==> src/cpuPkg.sv <==
`default_nettype none

package cpuPkg;

	localparam int dataWidth = 16;
	localparam int regAddrWidth = 4;
	localparam int ramAddrWidth = 13;
	localparam int ramDepth = 8192;

	typedef logic [dataWidth-1:0] wordT;
	typedef logic [regAddrWidth-1:0] regAddrT;
	typedef logic [ramAddrWidth-1:0] ramAddrT;

	// Unique legacy encodings kept, new codes for the former duplicates
	typedef enum logic [7:0] {
		opAddReg = 8'h01, opAddConst = 8'h21, opSubReg = 8'h02, opSubConst = 8'h22,
		opXor = 8'h03, opOr = 8'h04, opAnd = 8'h05, opNot = 8'h06,
		opShl = 8'h0B, opShr = 8'h0C,
		opMovReg = 8'h07, opMovConst = 8'h27,
		opStoreReg = 8'h87, opStoreConst = 8'hC7, opLoad = 8'h47,
		opCmp = 8'h08,
		opJmpReg = 8'h09, opJmpConst = 8'h89,
		opJzReg = 8'h29, opJzConst = 8'hA9, opJnzReg = 8'h49, opJnzConst = 8'hC9,
		opJgReg = 8'h69, opJgConst = 8'hE9, opJsReg = 8'h19, opJsConst = 8'h99,
		opJeqReg = 8'h59, opJeqConst = 8'hD9, opJnqReg = 8'h39, opJnqConst = 8'hB9,
		opJgqReg = 8'hF9, opJgqConst = 8'h0A, opJsqReg = 8'h8A, opJsqConst = 8'h4A
	} opcodeT;

	typedef enum logic [3:0] {
		aluAdd, aluSub, aluXor, aluOr, aluAnd, aluNot, aluShl, aluShr, aluPass
	} aluOpT;

	// Greater is an unsigned compare of A against B
	typedef struct packed {
		logic equal;
		logic greater;
		logic zero;
	} flagsT;

endpackage

`default_nettype wire
==> src/regFileIf.sv <==
`timescale 1ns/100ps
`default_nettype none

interface regFileIf import cpuPkg::*; ();

	regAddrT readAddrA;
	regAddrT readAddrB;
	wordT readDataA;
	wordT readDataB;
	logic writeEn;
	regAddrT writeAddr;
	wordT writeData;

	modport decoder (
		output readAddrA, readAddrB, writeEn, writeAddr, writeData,
		input readDataA, readDataB
	);

	modport regFile (
		input readAddrA, readAddrB, writeEn, writeAddr, writeData,
		output readDataA, readDataB
	);

endinterface

`default_nettype wire

==> src/registerFile.sv <==
`timescale 1ns/100ps
`default_nettype none

module registerFile import cpuPkg::*; (
	input wire logic clock,
	input wire logic rstN,
	regFileIf.regFile rf
);

	wordT regs [2**regAddrWidth];

	always_ff @(posedge clock) begin
		if (!rstN) begin
			for (int i = 0; i < 2**regAddrWidth; i++) begin
				regs[i] <= '0;
			end
		end else if (rf.writeEn) begin
			regs[rf.writeAddr] <= rf.writeData;
		end
	end

	// Both read ports are plain muxes
	assign rf.readDataA = regs[rf.readAddrA];
	assign rf.readDataB = regs[rf.readAddrB];

endmodule

`default_nettype wire

==> src/flat_wrapper.sv <==
// flat-port wrapper written by rule: the top's interface ports become plain ports
module registerFile_flat import cpuPkg::*;
  (clock, rstN, rf_readAddrA, rf_readAddrB, rf_writeEn, rf_writeAddr, rf_writeData, rf_readDataA, rf_readDataB);
  regFileIf rf_i ();
  input wire logic clock;
  input wire logic rstN;
  input wire logic [$bits(rf_i.readAddrA)-1:0] rf_readAddrA;
  input wire logic [$bits(rf_i.readAddrB)-1:0] rf_readAddrB;
  input wire logic [$bits(rf_i.writeEn)-1:0] rf_writeEn;
  input wire logic [$bits(rf_i.writeAddr)-1:0] rf_writeAddr;
  input wire logic [$bits(rf_i.writeData)-1:0] rf_writeData;
  output wire logic [$bits(rf_i.readDataA)-1:0] rf_readDataA;
  output wire logic [$bits(rf_i.readDataB)-1:0] rf_readDataB;
  assign rf_i.readAddrA = rf_readAddrA;
  assign rf_i.readAddrB = rf_readAddrB;
  assign rf_i.writeEn = rf_writeEn;
  assign rf_i.writeAddr = rf_writeAddr;
  assign rf_i.writeData = rf_writeData;
  assign rf_readDataA = rf_i.readDataA;
  assign rf_readDataB = rf_i.readDataB;
  registerFile u_core (.clock(clock), .rstN(rstN), .rf(rf_i));
endmodule
==> config.mk <==
export PLATFORM = sky130hd
export DESIGN_NAME = registerFile_flat
export DESIGN_NICKNAME = d
export VERILOG_FILES = /design/src/cpuPkg.sv /design/src/regFileIf.sv /design/src/registerFile.sv /design/src/flat_wrapper.sv
export SDC_FILE = /design/constraint.sdc
export NUM_CORES = 1
export LEC_CHECK = 0
export BUFFER_PORTS_ARGS = -buffer_cell sky130_fd_sc_hd__buf_4
export CORE_AREA = 5 5 203 205
export CTS_BUF_LIST = sky130_fd_sc_hd__clkbuf_2
export DETAILED_ROUTE_END_ITERATION = 8
export DIE_AREA = 0 0 208 210
export PLACE_DENSITY_LB_ADDON = 0.05
export SLEW_MARGIN = 20
export SYNTH_ARGS = -nofsm -noshare
export SYNTH_HDL_FRONTEND = slang
export SYNTH_SLANG_ARGS = --single-unit
==> constraint.sdc <==
create_clock -name clock -period 4.7 [get_ports clock]
set_input_delay 0.47 -clock clock [delete_from_list [all_inputs] [get_ports clock]]
set_output_delay 0.47 -clock clock [all_outputs]
set_load 0.01 [all_outputs]
## Word level (Yosys, flattened, before mapping)

Memories as Yosys holds them, arrays and structs flattened.
Index checks and enable logic that the tools add are counted.

| operators by class | value |
|---|---|
| add/subtract/negate cells | 0 |
| $mul | 0 |
| div/mod/pow operators | 0 |
| order comparisons | 0 |
| equal/unequal tests | 0 |
| shift-type cells | 0 |
| multiplexer cells | 7 |
| bitwise gates (word level) | 0 |
| reductions and logical operators | 1 |

Operators by type and width:

| kind | number |
|---|---|
| 16-bit two-way mux | 1 |
| 16-bit OR reduction | 1 |
| 1-bit two-way mux | 5 |
| 4-bit two-way mux | 1 |

| storage, ports and cells | value |
|---|---|
| register bits | 0 |
| latch bits | 0 |
| RAM bits | 256 |
| memory bits (read-only) | 0 |
| output and inout port bits | 32 |
| memories | 1 |

Memories:

| name | depth | width | read ports | clocked after Yosys merged registers in | wr ports | RTL line | source |
|---|---|---|---|---|---|---|---|
| u_core.regs | 16 | 16 | 2 | 0 | 16 | registerFile.sv:10 | `wordT regs [2**regAddrWidth];` |

## Longest topological paths before layout

Gate-level depths: netlist of the first run.

| depth | value |
|---|---|
| word-level depth | 5 |
| mapped depth | 5 |
| gate-level depth less buffers | 3 |

## Worst setup path after synthesis of the first run

OpenSTA, ideal clock, no wires.

| timing | value |
|---|---|
| kind | input to register |
| start point | in rstN |
| end point | mem u_core.regs[9][0] in the netlist's numbering, enable pin |
| arrival time | 2.076 ns |
| required time | 4.289 ns |
| slack | 2.213 ns |
| cell stages on the path | 3 |
| buffers on the path | 1 |
| cells stage by stage | buf_4 -> nand4b_4 -> o21ai_0 |

RTL lines:

| element | RTL line | source |
|---|---|---|
| start: declaration | flat_wrapper.sv:6 | `input wire logic rstN;` |
| end: declaration | registerFile.sv:10 |  |

## Worst setup path after layout of the first run

| timing | value |
|---|---|
| start point | in rf_readAddrB[0] |
| end point | out rf_readDataB[8] |

| on the way | value |
|---|---|
| cells in the longest elaborated chain, start to end | 1 |

Ends and longest elaborated chain:

| element | RTL line | source |
|---|---|---|
| start: declaration | flat_wrapper.sv:8 | `input wire logic [$bits(rf_i.readAddrB)-1:0] rf_readAddrB;` |
| memory 16 x 16 bit | n/a |  |
| end: declaration | flat_wrapper.sv:13 | `output wire logic [$bits(rf_i.readDataB)-1:0] rf_readDataB;` |

Every way passes these cells.

==> run summary, run 1 <==
The worst hold path was traced through 2 stages. The overall global routing resource usage was 19.8%. The combined area of all synthesized cells is 13500 µm², and the detailed-route DRC error count is 0.

After detailed routing, the average wire length per cell comes to 28.2 µm. The number of enable flip-flop cells after synthesis is 256. The met2 global-route usage was 33.3%. For the number of antenna violations at the first check in global routing, the log shows 2. For the initial core utilization, the log shows 34.5%. The library cell used most frequently in the layout, excluding fill and tap cells, is sky130_fd_sc_hd__and2_1.

Maximum number of pins on one net before global-route repair: 65. The ratio of cells with drive above 1 in the final layout came out at 35.9%. Yosys attributes the largest share of cell area to sky130_fd_sc_hd__edfxtp_1 57%, sky130_fd_sc_hd__mux4_2 21%, sky130_fd_sc_hd__and2_1 12%.

The run gives 5.44 nW as the leakage power total. The top cell types in the final layout, fill and taps aside, are 258 x sky130_fd_sc_hd__and2_1, 256 x sky130_fd_sc_hd__edfxtp_1, 128 x sky130_fd_sc_hd__mux4_2, 100 x sky130_fd_sc_hd__clkbuf_2, 95 x sky130_fd_sc_hd__buf_4. Yosys mapped the design onto 23 distinct sky130hd cell types. Critical setup path kind: input port to output pin. At the end of routability-driven placement, the weighted congestion stood at 0.806. Once placement completed, the tool counted placed cells totaling 1404. The count of buffer and inverter cells on the critical path came out at 3.

The wire-length estimate of the detail-placed layout is 27200 µm. The number of nets handed over by synthesis was 890. The layout net count was 999. The count of buffers inserted at the top-level ports is 62, and the share of the clock period used by the worst path after layout is 68.0%.

The run gives 9006 as the via count of the first global-routing pass. The total setup buffers inserted after CTS was 0. Clock-pin slew was measured on the worst setup and hold paths at 0.09 ns. The run finished with clean final reports.

For the pin with the worst max-slew slack, the measured transition is 1.12 ns. The clock passes through at most 3 buffers. The clock period minus final worst setup slack was 3.20 ns. For the final instance area, the log shows 15400 µm².

STA puts the critical path data required time at 4.23 ns. Global routing consumed, on the met3 layer, 4.44% of the routing resources. The cell repeated most along the worst path is sky130_fd_sc_hd__buf_4. The region available for standard cell placement spans 39300 µm². CTS saw 256 sinks.

In this run the core area contains 73 standard-cell rows. Setup violations remaining at the end of the flow were counted as 0. The worst slew slack as a fraction of its limit is 25.1%, and the number of warning messages in the yosys log is 0. The first global-routing pass estimated 62800 µm of wire. The first-pass detailed-route iteration total was 5. The power density normalized to cell area was 324 nW/µm²; the total die area was 43700 µm². The tree is rooted in a sky130_fd_sc_hd__clkbuf_2. The number of buffers inserted during clock tree synthesis came out at 72. Across the whole layout, storage elements account for 7690 µm². The largest total area in the synthesized netlist belongs to sky130_fd_sc_hd__edfxtp_1. The logs give 3 for the depth of the CTS H-tree and 0 for the residual antenna-violating net count after detailed routing. After layout, the design draws a total of 4.98 mW.

Critical path launch point type: an input port. The worst-path cell with the longest stage delay was sky130_fd_sc_hd__buf_4. Detailed routing inserted a total of 8329 vias.

Using the TritonRoute via totals, the vias-per-cell ratio works out to 5.40. On the critical path the largest part of the delay comes from buffers and inverters. The worst vdd rail ir drop was 0.109 mV; the post-route non-filler standard cell count was 1543.

The fill cell total of the finished layout came out at 3726. Once placement finished, the instance area stood at 14600 µm². The first element of the critical path is rf_readAddrB[0]. The largest registers in the layout are u_core.regs (256). The most used flip-flop cell after synthesis is sky130_fd_sc_hd__edfxtp_1. The logs give 0 for the hold violation total from the final report and 0 for the final max-slew violation count. Relative to the synthesized area, the layout overhead comes to 13.7%. At the placement stage, the worst setup path has a slack of 1.47 ns. Global-route layer with the greatest usage: met2. Traced cell by cell, the critical path runs through buf_4 -> buf_4 -> mux4_2 -> a22oi_1 -> nand2_1 -> buf_4.

In this run the vertical extent of the chip is 210 µm. The fraction of post-synthesis cell area in the top cell type by area was 56.8%; the detailed-route wire length was 43400 µm. Sequential cells were found to cover 56.8% of the synthesized design area. Counting buffers and inverters, the worst setup path is 6 cells deep. The cell count after synthesis was 859; the number of violations reported at the end of detailed-routing iteration 0 was 662. After global routing the overflow that remains totals 0.

The worst min-delay path category is input port to flop. Capturing element type of the critical path: an output pin. In this run, post-CTS repair resized a total of 0 instances.

The global routing usage on met1 was 25.6%; the average footprint of a synthesized cell was 15.8 µm². The tools report the end point of the critical path as rf_readDataB[8]. Total negative slack for setup checks: 0 ns. Setup repair after global routing left no endpoint under its margin. TritonCTS built the clock tree.

Number of buffers added to fix hold violations after cts: 15. u_core.regs holds more flip-flops than any other register. In this design, the stage delay of the slowest critical-path cell is 0.56 ns. The peak fanout along the critical path is 31, and the number of max-capacitance violations reported is 0. The I/O pin total is 63. Data arrives at the worst endpoint at 2.73 ns.

The worst-case setup margin in the final layout is 1.50 ns. The die outline width was 208 µm. Fraction of registers with async set or reset after synthesis: 0%. In the final layout, the multi-input gates occupy 5560 µm².

Synthesis inferred 256 register bits. The timing-limited maximum frequency is 0.313 GHz, and the flip-flop count of the largest register, all copies and words added is 256.
logic make-up (layout without fill, tap and decap cells):
| group | Yosys count | count (layout) | synth area share, % |
|---|---|---|---|
| AND/OR/NAND/NOR | 323 | 323 | 15.4 |
| flip-flops | 256 | 256 | 56.8 |
| multiplexers | 128 | 128 | 21.3 |
| AO/OA/AOI/OAI | 76 | 76 | 3.99 |
| buffers and inverters | 76 | 231 | 2.57 |
| other | 0 | 4 | 0 |
synth_stat cells (7+ instances only):
| cell type | number |
|---|---|
| sky130_fd_sc_hd__a22oi_1 | 64 |
| sky130_fd_sc_hd__mux4_2 | 128 |
| sky130_fd_sc_hd__and2_1 | 258 |
| sky130_fd_sc_hd__buf_2 | 10 |
| sky130_fd_sc_hd__o21ai_0 | 12 |
| sky130_fd_sc_hd__nand2_1 | 32 |
| sky130_fd_sc_hd__buf_1 | 9 |
| sky130_fd_sc_hd__clkbuf_2 | 13 |
| sky130_fd_sc_hd__nor2_2 | 7 |
| sky130_fd_sc_hd__edfxtp_1 | 256 |
| sky130_fd_sc_hd__clkbuf_1 | 35 |
| sky130_fd_sc_hd__buf_4 | 9 |
metal layers:
layer | vias to the layer above | part of all wire (%)
met5 | - | 0
met4 | 0 | 2.9
met3 | 77 | 6.6
met2 | 311 | 50
met1 | 4344 | 41
li1 | 3597 | -
where the power goes:
group | total, mW | internal (mW) | switching (mW)
logic | 0.713 | 0.321 | 0.392
clock network | 1.56 | 0.622 | 0.941
registers | 2.71 | 2.64 | 0.0664
total | 4.98 | 3.58 | 1.40
per-stage QoR:
| stage | hold WS [ns] | utilization (%) |
|---|---|---|
| 3_5_place_dp | 0.892 | 37.3 |
| 3_3_place_gp | 0.889 | 37.2 |
| 6_report | 0.126 | 39.2 |
| 5_1_grt | 0.0346 | 39.2 |
| 4_1_cts | 0.00538 | 39.2 |
| 2_1_floorplan | 0.668 | - |
cell type report:
| type | count | share of cell area (%) |
|---|---|---|
| clock buffers | 100 | 3.25 |
| flip-flops and latches | 256 | 49.9 |
| clock inverters | 20 | 0.674 |
| well taps | 525 | 4.27 |
| multi-input cells | 527 | 36.1 |
| diodes | 4 | 0.0650 |
| repair buffers | 111 | 5.74 |
how the worst min path moves through the flow:
stage	endpoint	from
after floorplan	u_core.regs[0][0]	rf_writeData[0]
after global placement	u_core.regs[4][7]	rf_writeData[7]
after detailed placement	u_core.regs[3][7]	rf_writeData[7]
after CTS	u_core.regs[2][10]	rf_writeData[10]
after global routing	u_core.regs[2][10]	rf_writeData[10]
final	u_core.regs[0][10]	rf_writeData[10]
No activity file was read; power rests on OpenSTA's default activity.
==> inputs of run 2 (changes only) <==
--- a/config.mk
+++ b/config.mk
@@ -5,11 +5,12 @@
 export SDC_FILE = /design/constraint.sdc
 export NUM_CORES = 1
 export LEC_CHECK = 0
+export ABC_AREA = 1
 export BUFFER_PORTS_ARGS = -buffer_cell sky130_fd_sc_hd__buf_4
-export CORE_AREA = 5 5 203 205
+export CORE_AREA = 5 5 212 214
 export CTS_BUF_LIST = sky130_fd_sc_hd__clkbuf_2
 export DETAILED_ROUTE_END_ITERATION = 8
-export DIE_AREA = 0 0 208 210
+export DIE_AREA = 0 0 217 219
 export PLACE_DENSITY_LB_ADDON = 0.05
 export SLEW_MARGIN = 20
 export SYNTH_ARGS = -nofsm -noshare
==> constraint.sdc (replaced) <==
create_clock -name clock -period 3 [get_ports clock]
set_input_delay 0.3 -clock clock [delete_from_list [all_inputs] [get_ports clock]]
set_output_delay 0.3 -clock clock [all_outputs]
set_load 0.01 [all_outputs]
==> run 2 against run 1 <==
Non-clock buffer count rose by 17. Sequential power rose by 55%. Critical path depth grew 1. Worst setup slack worse by 0.97 ns. Worst hold slack lost 0.017 ns. Synthesized cell count increased by 130%. Utilization is 0.12 points lower. Wire length grew 33%. Global-route usage rose by 4.5 points. Combinational power rose by 98%.
==> run summary, run 2 <==
In this run the worst hold path is classified as input port to flop. From bottom edge to top edge, the die measures 219 µm. The area fraction in compound gates after synthesis is 0%. The most frequent cell after synthesis is sky130_fd_sc_hd__nand2_1.

For this run, the register share of the synthesized area comes to 52.0%. The synthesized design contains 256 enable-type register cells. By count the netlist is led by 565 x sky130_fd_sc_hd__nand2_1, 448 x sky130_fd_sc_hd__nand3_1, 283 x sky130_fd_sc_hd__inv_1.

In this run the most critical hold path is launched from rf_writeData[10]. The fraction of post-synthesis cell area in the top cell type by area is 52.0%, and the clock period minus final worst setup slack is 2.47 ns. Counting every instance in the synthesized netlist gives 1966. The average footprint of a synthesized cell was 7.53 µm². The tools report the buffer type at the clock tree root as sky130_fd_sc_hd__clkbuf_2. For the post-route non-filler standard cell count, the log shows 2620. After clock tree synthesis, the clock-pin slew on the worst setup and hold paths is 0.10 ns.

The share of the clock period used by the worst path after layout was 82.3%. Hold is met by 0.109 ns. sky130_fd_sc_hd__edfxtp_1 takes more of the synthesized area than any other cell. The analysis attributes to cell leakage a power of 7.94 nW.

Of the total power, registers draw 51.1%. Once the floorplan was initialized, standard cells occupied 34.7% of the core. For this design the total switching power over the nets is 2.60 mW. After detailed routing, the average wire length per cell comes to 22.1 µm. The number of rows in the core area is 76, and the depth of the CTS H-tree is 3. The switching power share of the total was 31.7%; the data required time of the worst path was 2.70 ns.

The wire-length estimate of the detail-placed layout is 36500 µm. The endpoint with the worst hold slack is u_core.regs[5][10]. The setup path with the least slack is of type flop to output pin.

The tools report the arrival time reported for the critical path endpoint as 2.17 ns. In this run the horizontal extent of the chip is 217 µm. Number of warning messages in the yosys log: 0.

Of the total synthesized cell area, the portion taken by AND, OR, NAND and NOR gates is 37.0%. The net count after synthesis came out at 1997. The first global-routing pass estimated 85300 µm of wire. The register with the most flip-flops in the final layout is u_core.regs. After clock tree synthesis, the setup repair step added 0 buffers. After routing, the total negative slack on setup checks comes to 0 ns.

The detailed router finished its first iteration with 1225 violations. At the end of routability-driven placement, the weighted congestion stood at 0.863. Leaving out fill and tap cells, the most frequent cells in the layout are 565 x sky130_fd_sc_hd__nand2_1, 448 x sky130_fd_sc_hd__nand3_1, 281 x sky130_fd_sc_hd__inv_1, 259 x sky130_fd_sc_hd__nor2_1, 256 x sky130_fd_sc_hd__edfxtp_1.

The flow ran to the end, and the final reports show no timing, DRC or antenna violations. In this run, the clock network consumes 31.7% of the power. The placed instance area is 15900 µm², and the adder and majority gate portion of the synthesized area is 0%.

The first detailed-routing pass took 6 iterations. Largest family of logic cells by synthesized area: simple AND/OR/NAND/NOR gates. Entering global routing, the biggest net connects 100 pins. The number of buffers inserted during clock tree synthesis is 74, and the number of sinks handled by clock tree synthesis is 256.

The number of failing setup endpoints in the final timing report was 0; the count of buffer and inverter cells on the critical path was 2. The via count of the first global-routing pass was 13400. The ratio of cells with drive above 1 in the final layout is 11.7%, and the portion of netlist area occupied by mux cells is 0%.

Among the stages of the critical path, the cell type that occurs most often is sky130_fd_sc_hd__nand3_1. Average vias per placed instance: 5.12. The worst vdd rail ir drop is 0.256 mV. The count of buffers inserted at the top-level ports is 62.

In this run the cell area of the synthesized design comes to 14800 µm². The share of total power in combinational logic was 17.2%; the count of state elements after synthesis was 256. Summing over every cut layer, the via total after detailed routing is 13400. STA classifies the critical path endpoint as an output pin. In this run the worst path has a maximum fanout of 2. The overall global routing resource usage came out at 24.3%. The tools report the critical path launch point type as a flop. The delay of the slowest cell on the worst path works out to 0.40 ns. The critical path goes through inv_1 -> nand2_1 -> nand3_1 -> nand3_1 -> nand3_1 -> nand2_1 -> buf_4.

After Yosys synthesis, XOR and XNOR cells account for 0% of the synthesized area. In this run the deepest clock path goes through 3 buffers. The timing-limited maximum frequency was 0.405 GHz; the worst setup slack after placement was 0.699 ns. The growth of design area from synthesis to finish came out at 12.8%. The most used flip-flop cell after synthesis is sky130_fd_sc_hd__edfxtp_1.

The count of unique library cells instantiated by Yosys was 12. Cells fill 39.1% of the core in the end. TritonCTS built the clock tree. The tools report the final max-slew violation count as 0.

The cell-internal power came out at 5.61 mW. In the post-synthesis netlist, the biggest area contributors are sky130_fd_sc_hd__edfxtp_1 52%, sky130_fd_sc_hd__nand3_1 15%, sky130_fd_sc_hd__nand2_1 14%. The final instance area is 16700 µm², and the transition time of the tightest slew-check pin is 0.933 ns.

In this design, the largest share of critical-path delay is due to simple AND/OR/NAND/NOR gates. Worst-path cell with the longest stage delay: sky130_fd_sc_hd__edfxtp_1. The hold violation total from the final report was 0; the worst-case setup margin in the final layout was 0.532 ns. In this run the standard cell core region covers 42700 µm². The fraction of registers with async set or reset after synthesis was 0%; the flip-flop count of the largest register, all copies and words added was 256. In this run the power density over the cells is 492 nW/µm². The detailed-route wire length is 57900 µm, and the total die area is 47500 µm². In this run the tightest slew margin relative to its limit is 37.7%. Setup repair after global routing left no endpoint under its margin. After detailed routing, the number of remaining DRC violations is 0. The cell depth of the worst min-delay path was 3. For the number of antenna violations at the first check in global routing, the log shows 1. Across the run, the number of max-cap violations was 0. At the end of the flow, the number of nets in the layout was 2065. Summing internal, switching and leakage power gives 8.20 mW.

Including well taps, the total number of placed cells is 2488. For this design the top-level I/O count stands at 63. Commonest non-fill, non-tap cell in the layout: sky130_fd_sc_hd__nand2_1. The aggregate global routing overflow is 0, and the residual antenna-violating net count after detailed routing is 0. The largest registers in the layout are u_core.regs (256).
run 2: cell types whose count changed in the layout (fill, tap and decap cells not counted), sizes merged, moves of 4 or more:
cell and change:
o21ai -12, inv +287, a22oi -64, nand2 +545, nand3 +448, and2 -258
mux4 -128, nor2 +245, clkinv -8, buf +16, nand2b -6, nor2b -4
run 2: layout make-up:
cell class	instances	area (µm²)
clock inverters	15	113
diodes	1	2.50
flip-flops and latches	256	7690
fillers	4521	26000
multi-input cells	1289	5480
clock buffers	100	500
repair buffers	128	1150
inverters	285	1070
well taps	546	683
run 2: power groups by stage:
stage                     combinational (mW)  sequential [mW]  clock, mW
final                                   1.41             4.19       2.60
after global routing                    1.54             4.21       2.86
after CTS                               1.41             4.20       2.70
after detailed placement                1.39             4.28          0
after global placement                  1.40             4.28          0
after floorplan                        0.818             4.25          0
run 2: worst max-delay path by stage:
| stage | end | cells after the start | startpoint | slack, ns |
|---|---|---|---|---|
| 2_1_floorplan | u_core.regs[0][0] | 6 | rstN | 1.11 |
| 3_3_place_gp | u_core.regs[5][12] | 5 | rstN | 0.72 |
| 3_5_place_dp | u_core.regs[5][12] | 5 | rstN | 0.70 |
| 4_1_cts | rf_readDataA[2] | 7 | u_core.regs[7][2] | 0.43 |
| 5_1_grt | rf_readDataA[0] | 7 | u_core.regs[5][0] | 0.34 |
| 6_report | rf_readDataB[15] | 7 | u_core.regs[5][15] | 0.53 |
run 2: layer usage:
metal / up-vias / part of all wire [%] / GRT usage (%)
li1: 6394 / - / -
met1: 6309 / 42 / 31.7
met2: 579 / 46 / 39.5
met3: 142 / 6.7 / 4.03
met4: 0 / 5.0 / 12.1
met5: - / 0 / 0
run 2: cell families after synthesis:
group	after synthesis
buffers and inverters	421
DFF	256
and+or+nand+nor	1289
run 2: tightest hold or removal path, cell delays in order:
cell and delay (ns):
sky130_fd_sc_hd__buf_4 0.08, sky130_fd_sc_hd__inv_1 0.33, sky130_fd_sc_hd__nor2_1 0.20
run 2: timing repair:
action	4_1_cts	5_1_grt
endpoints found under the hold margin	246	0
hold buffers	16	0
resized for setup	0	0
==> inputs of run 3 (changes only) <==
--- a/config.mk
+++ b/config.mk
@@ -5,12 +5,12 @@
 export SDC_FILE = /design/constraint.sdc
 export NUM_CORES = 1
 export LEC_CHECK = 0
-export ABC_AREA = 1
+export ABC_AREA = 0
 export BUFFER_PORTS_ARGS = -buffer_cell sky130_fd_sc_hd__buf_4
-export CORE_AREA = 5 5 212 214
+export CORE_AREA = 5 5 203 205
 export CTS_BUF_LIST = sky130_fd_sc_hd__clkbuf_2
 export DETAILED_ROUTE_END_ITERATION = 8
-export DIE_AREA = 0 0 217 219
+export DIE_AREA = 0 0 208 210
 export PLACE_DENSITY_LB_ADDON = 0.05
 export SLEW_MARGIN = 20
 export SYNTH_ARGS = -nofsm -noshare
==> constraint.sdc (replaced) <==
create_clock -name clock -period 2.5 [get_ports clock]
set_input_delay 0.25 -clock clock [delete_from_list [all_inputs] [get_ports clock]]
set_output_delay 0.25 -clock clock [all_outputs]
set_load 0.01 [all_outputs]
==> run 3 against run 2 <==
Die area fell by 8.1%. Global-route usage shrank 3.9 points. Flip-flop and latch count did not move. Non-clock buffer count grew 8. Clock-buffer cell count rose by 5. Utilization up 2.1 points. Clock power rose by 22%. Critical path depth is 3 lower. Power grew 20%. Via count fell by 36%. Critical endpoint is now rf_readDataB[10]. Final cell count down 40%. The run now ends with setup timing left. First-iteration DRC count down 50%.
==> run summary, run 3 (synthesized netlist as in run 1, its figures left out) <==
The H-tree generated during clock tree synthesis spans 3 levels. The tree built by TritonCTS fans out to 256 sinks. The timing-limited maximum frequency is 0.373 GHz.

TritonCTS built the clock tree. The die covers 43700 µm². The endpoint with the worst hold slack is u_core.regs[9][14]. For the fill cell total of the finished layout, the log shows 3606. The worst hold path belongs to the class input port to flop. The tools report the layout net count as 1028.

Port buffering added 62 buffers. The finished cells cover 16200 µm². The peak fanout along the critical path is 2, and the die outline width is 208 µm.

IR analysis of the VDD net gives a maximum drop of 0.236 mV. The critical setup path kind is flop to output pin. Cells with a size suffix above 1 make up 43.3% of the layout. Summed over all nets, the half-perimeter wirelength after detailed placement is 28500 µm. The worst-case setup margin in the final layout is -0.183 ns, and the arrival time reported for the critical path endpoint is 2.43 ns. In this run the tightest slew margin relative to its limit is 32.1%. The worst hold path was traced through 4 stages. The residual antenna-violating net count after detailed routing is 0. The number of antenna violations at the first check in global routing was 3. The worst hold path begins at rf_writeAddr[0]. Once placement finished, the instance area stood at 14900 µm².

The final routed wire length divided by cell count was 28.2 µm; the transition time of the tightest slew-check pin was 1.02 ns. The I/O pin total is 63. The worst setup path is captured at an output pin.

The worst path uses 107% of the clock period. The tree is rooted in a sky130_fd_sc_hd__clkbuf_2. The hold violation total from the final report came out at 0.

Data on the critical path is required at its endpoint by 2.25 ns. The run gives 0 as the detailed-route DRC error count. The y dimension of the die works out to 210 µm.

The tools report the leakage power total as 5.71 nW. Setup repair after global routing could not meet its margin everywhere. The run gives 9240 as the via count of the first global-routing pass.

Compared with the post-synthesis result, the final layout area differs by 19.5%. In this run the post-CTS setup repair buffer count came out at 0. STA classifies the critical path startpoint as a flop.

The run gives 0 as the aggregate global routing overflow. The register with the most flip-flops in the layout has 256 of them. The tools report the wire length of the first global-routing pass as 64600 µm. The run gives 76 as the number of buffers inserted during clock tree synthesis.

u_core.regs holds more flip-flops than any other register. The detailed router placed 8554 vias in this run. The initial utilization of the core area, before any placement, comes to 34.5%.

Final max-slew violation count: 0. The commonest non-fill, non-tap cell in the layout was sky130_fd_sc_hd__and2_1. The final RePlAce weighted congestion is 0.817, and the clock period minus final worst setup slack is 2.68 ns. The largest registers in the layout are u_core.regs (256). The checks that failed: setup timing. The first detailed-routing pass ran for 5 iterations. The flow ran to the end, but the final reports show violations. In this run the power density over the cells is 606 nW/µm². For this block, the initial DRC count from the detailed router was 618. Core box area: 39300 µm².

The floorplan has 73 rows. The largest buffer count on any clock path came out at 3. Using the TritonRoute via totals, the vias-per-cell ratio works out to 5.44. The logs give 0 for the number of max-capacitance violations reported and 20.4% for the overall global routing resource usage. After clock tree synthesis, the clock-pin slew on the worst setup and hold paths is 0.10 ns. Worst hold margin: 0.121 ns.

In the layout the commonest cells are 257 x sky130_fd_sc_hd__and2_1, 256 x sky130_fd_sc_hd__edfxtp_1, 128 x sky130_fd_sc_hd__mux4_2, 105 x sky130_fd_sc_hd__clkbuf_2, 73 x sky130_fd_sc_hd__buf_4. The routed design has 44400 µm of wire. Entering global routing, the biggest net connects 29 pins. The run gives 30 as the number of failing setup endpoints in the final timing report.
run 3: changes by cell type in the layout (fill, tap and decap cells not counted), moves of 16 or more:
| cell | before | now |
|---|---|---|
| sky130_fd_sc_hd__buf_6 | 0 | 28 |
| sky130_fd_sc_hd__a22oi_2 | 0 | 48 |
| sky130_fd_sc_hd__buf_4 | 100 | 73 |
| sky130_fd_sc_hd__nor2_1 | 259 | 2 |
| sky130_fd_sc_hd__a22oi_1 | 0 | 16 |
| sky130_fd_sc_hd__inv_1 | 281 | 0 |
| sky130_fd_sc_hd__nand2_1 | 565 | 22 |
| sky130_fd_sc_hd__mux4_2 | 0 | 128 |
| sky130_fd_sc_hd__nand3_1 | 448 | 0 |
| sky130_fd_sc_hd__and2_1 | 0 | 257 |
run 3: metrics by stage:
stage	utilization (%)	cells	worst slack [ns]	setup TNS [ns]	total power, mW
after floorplan	-	859	0.233	0	5.91
after global placement	38.0	1423	0.208	0	6.56
after detailed placement	38.0	1423	0.200	0	6.57
after CTS	41.1	1569	-0.273	-6.88	9.95
after global routing	41.2	1572	-0.369	-8.95	10.3
final	41.2	1572	-0.183	-2.52	9.81
run 3: how the worst max path moves through the flow:
stage | start | end | slack (ns) | depth (start not counted)
floorplan | rstN | u_core.regs[9][0] | 0.23 | 3
global placement | rf_readAddrB[0] | rf_readDataB[5] | 0.21 | 7
detailed placement | rf_readAddrB[0] | rf_readDataB[5] | 0.20 | 7
CTS | u_core.regs[10][10] | rf_readDataB[10] | -0.27 | 4
global route | u_core.regs[11][10] | rf_readDataB[10] | -0.37 | 4
finish | u_core.regs[10][10] | rf_readDataB[10] | -0.18 | 4
run 3: critical path: stages (launching register included):
cell	delay, ns
sky130_fd_sc_hd__edfxtp_1	0.42
sky130_fd_sc_hd__mux4_2	0.49
sky130_fd_sc_hd__a22oi_2	0.31
sky130_fd_sc_hd__nand2_1	0.15
sky130_fd_sc_hd__buf_6	0.14
run 3: report_power, final:
part | internal (mW) | switching [mW] | total (mW) | leakage (nW)
sequential | 4.96 | 0.130 | 5.09 | 2.44
combinational | 0.722 | 0.810 | 1.53 | 2.75
clock | 1.33 | 1.85 | 3.18 | 0.513
run 3: final cells by class:
type                            count  area [µm²]  area share [%]
Antenna cell                        3        7.51          0.0464
Clock buffer                      105         526            3.25
Clock inverter                     20         133           0.820
Multi-Input combinational cell    527        5810            35.9
Sequential cell                   256        7690            47.5
Tap cell                          525         657            4.06
Timing Repair Buffer              136        1350            8.37
run 3: repair_timing:
item | CTS | global route
cloned | 0 | 0
gates resized for setup | 75 | 11
hold buffers | 21 | 0
endpoints found under the hold margin | 328 | 0
endpoints found under the setup margin | 32 | 32
pin swaps | 54 | 3
run 3: routing by layer:
| layer | part of all wire, % | track usage [%] | vias to the layer above |
|---|---|---|---|
| li1 | - | - | 3662 |
| met1 | 42 | 26.2 | 4504 |
| met2 | 48 | 33.6 | 313 |
| met3 | 7.2 | 6.27 | 75 |
| met4 | 2.6 | 6.57 | 0 |
| met5 | 0 | 0 | - |
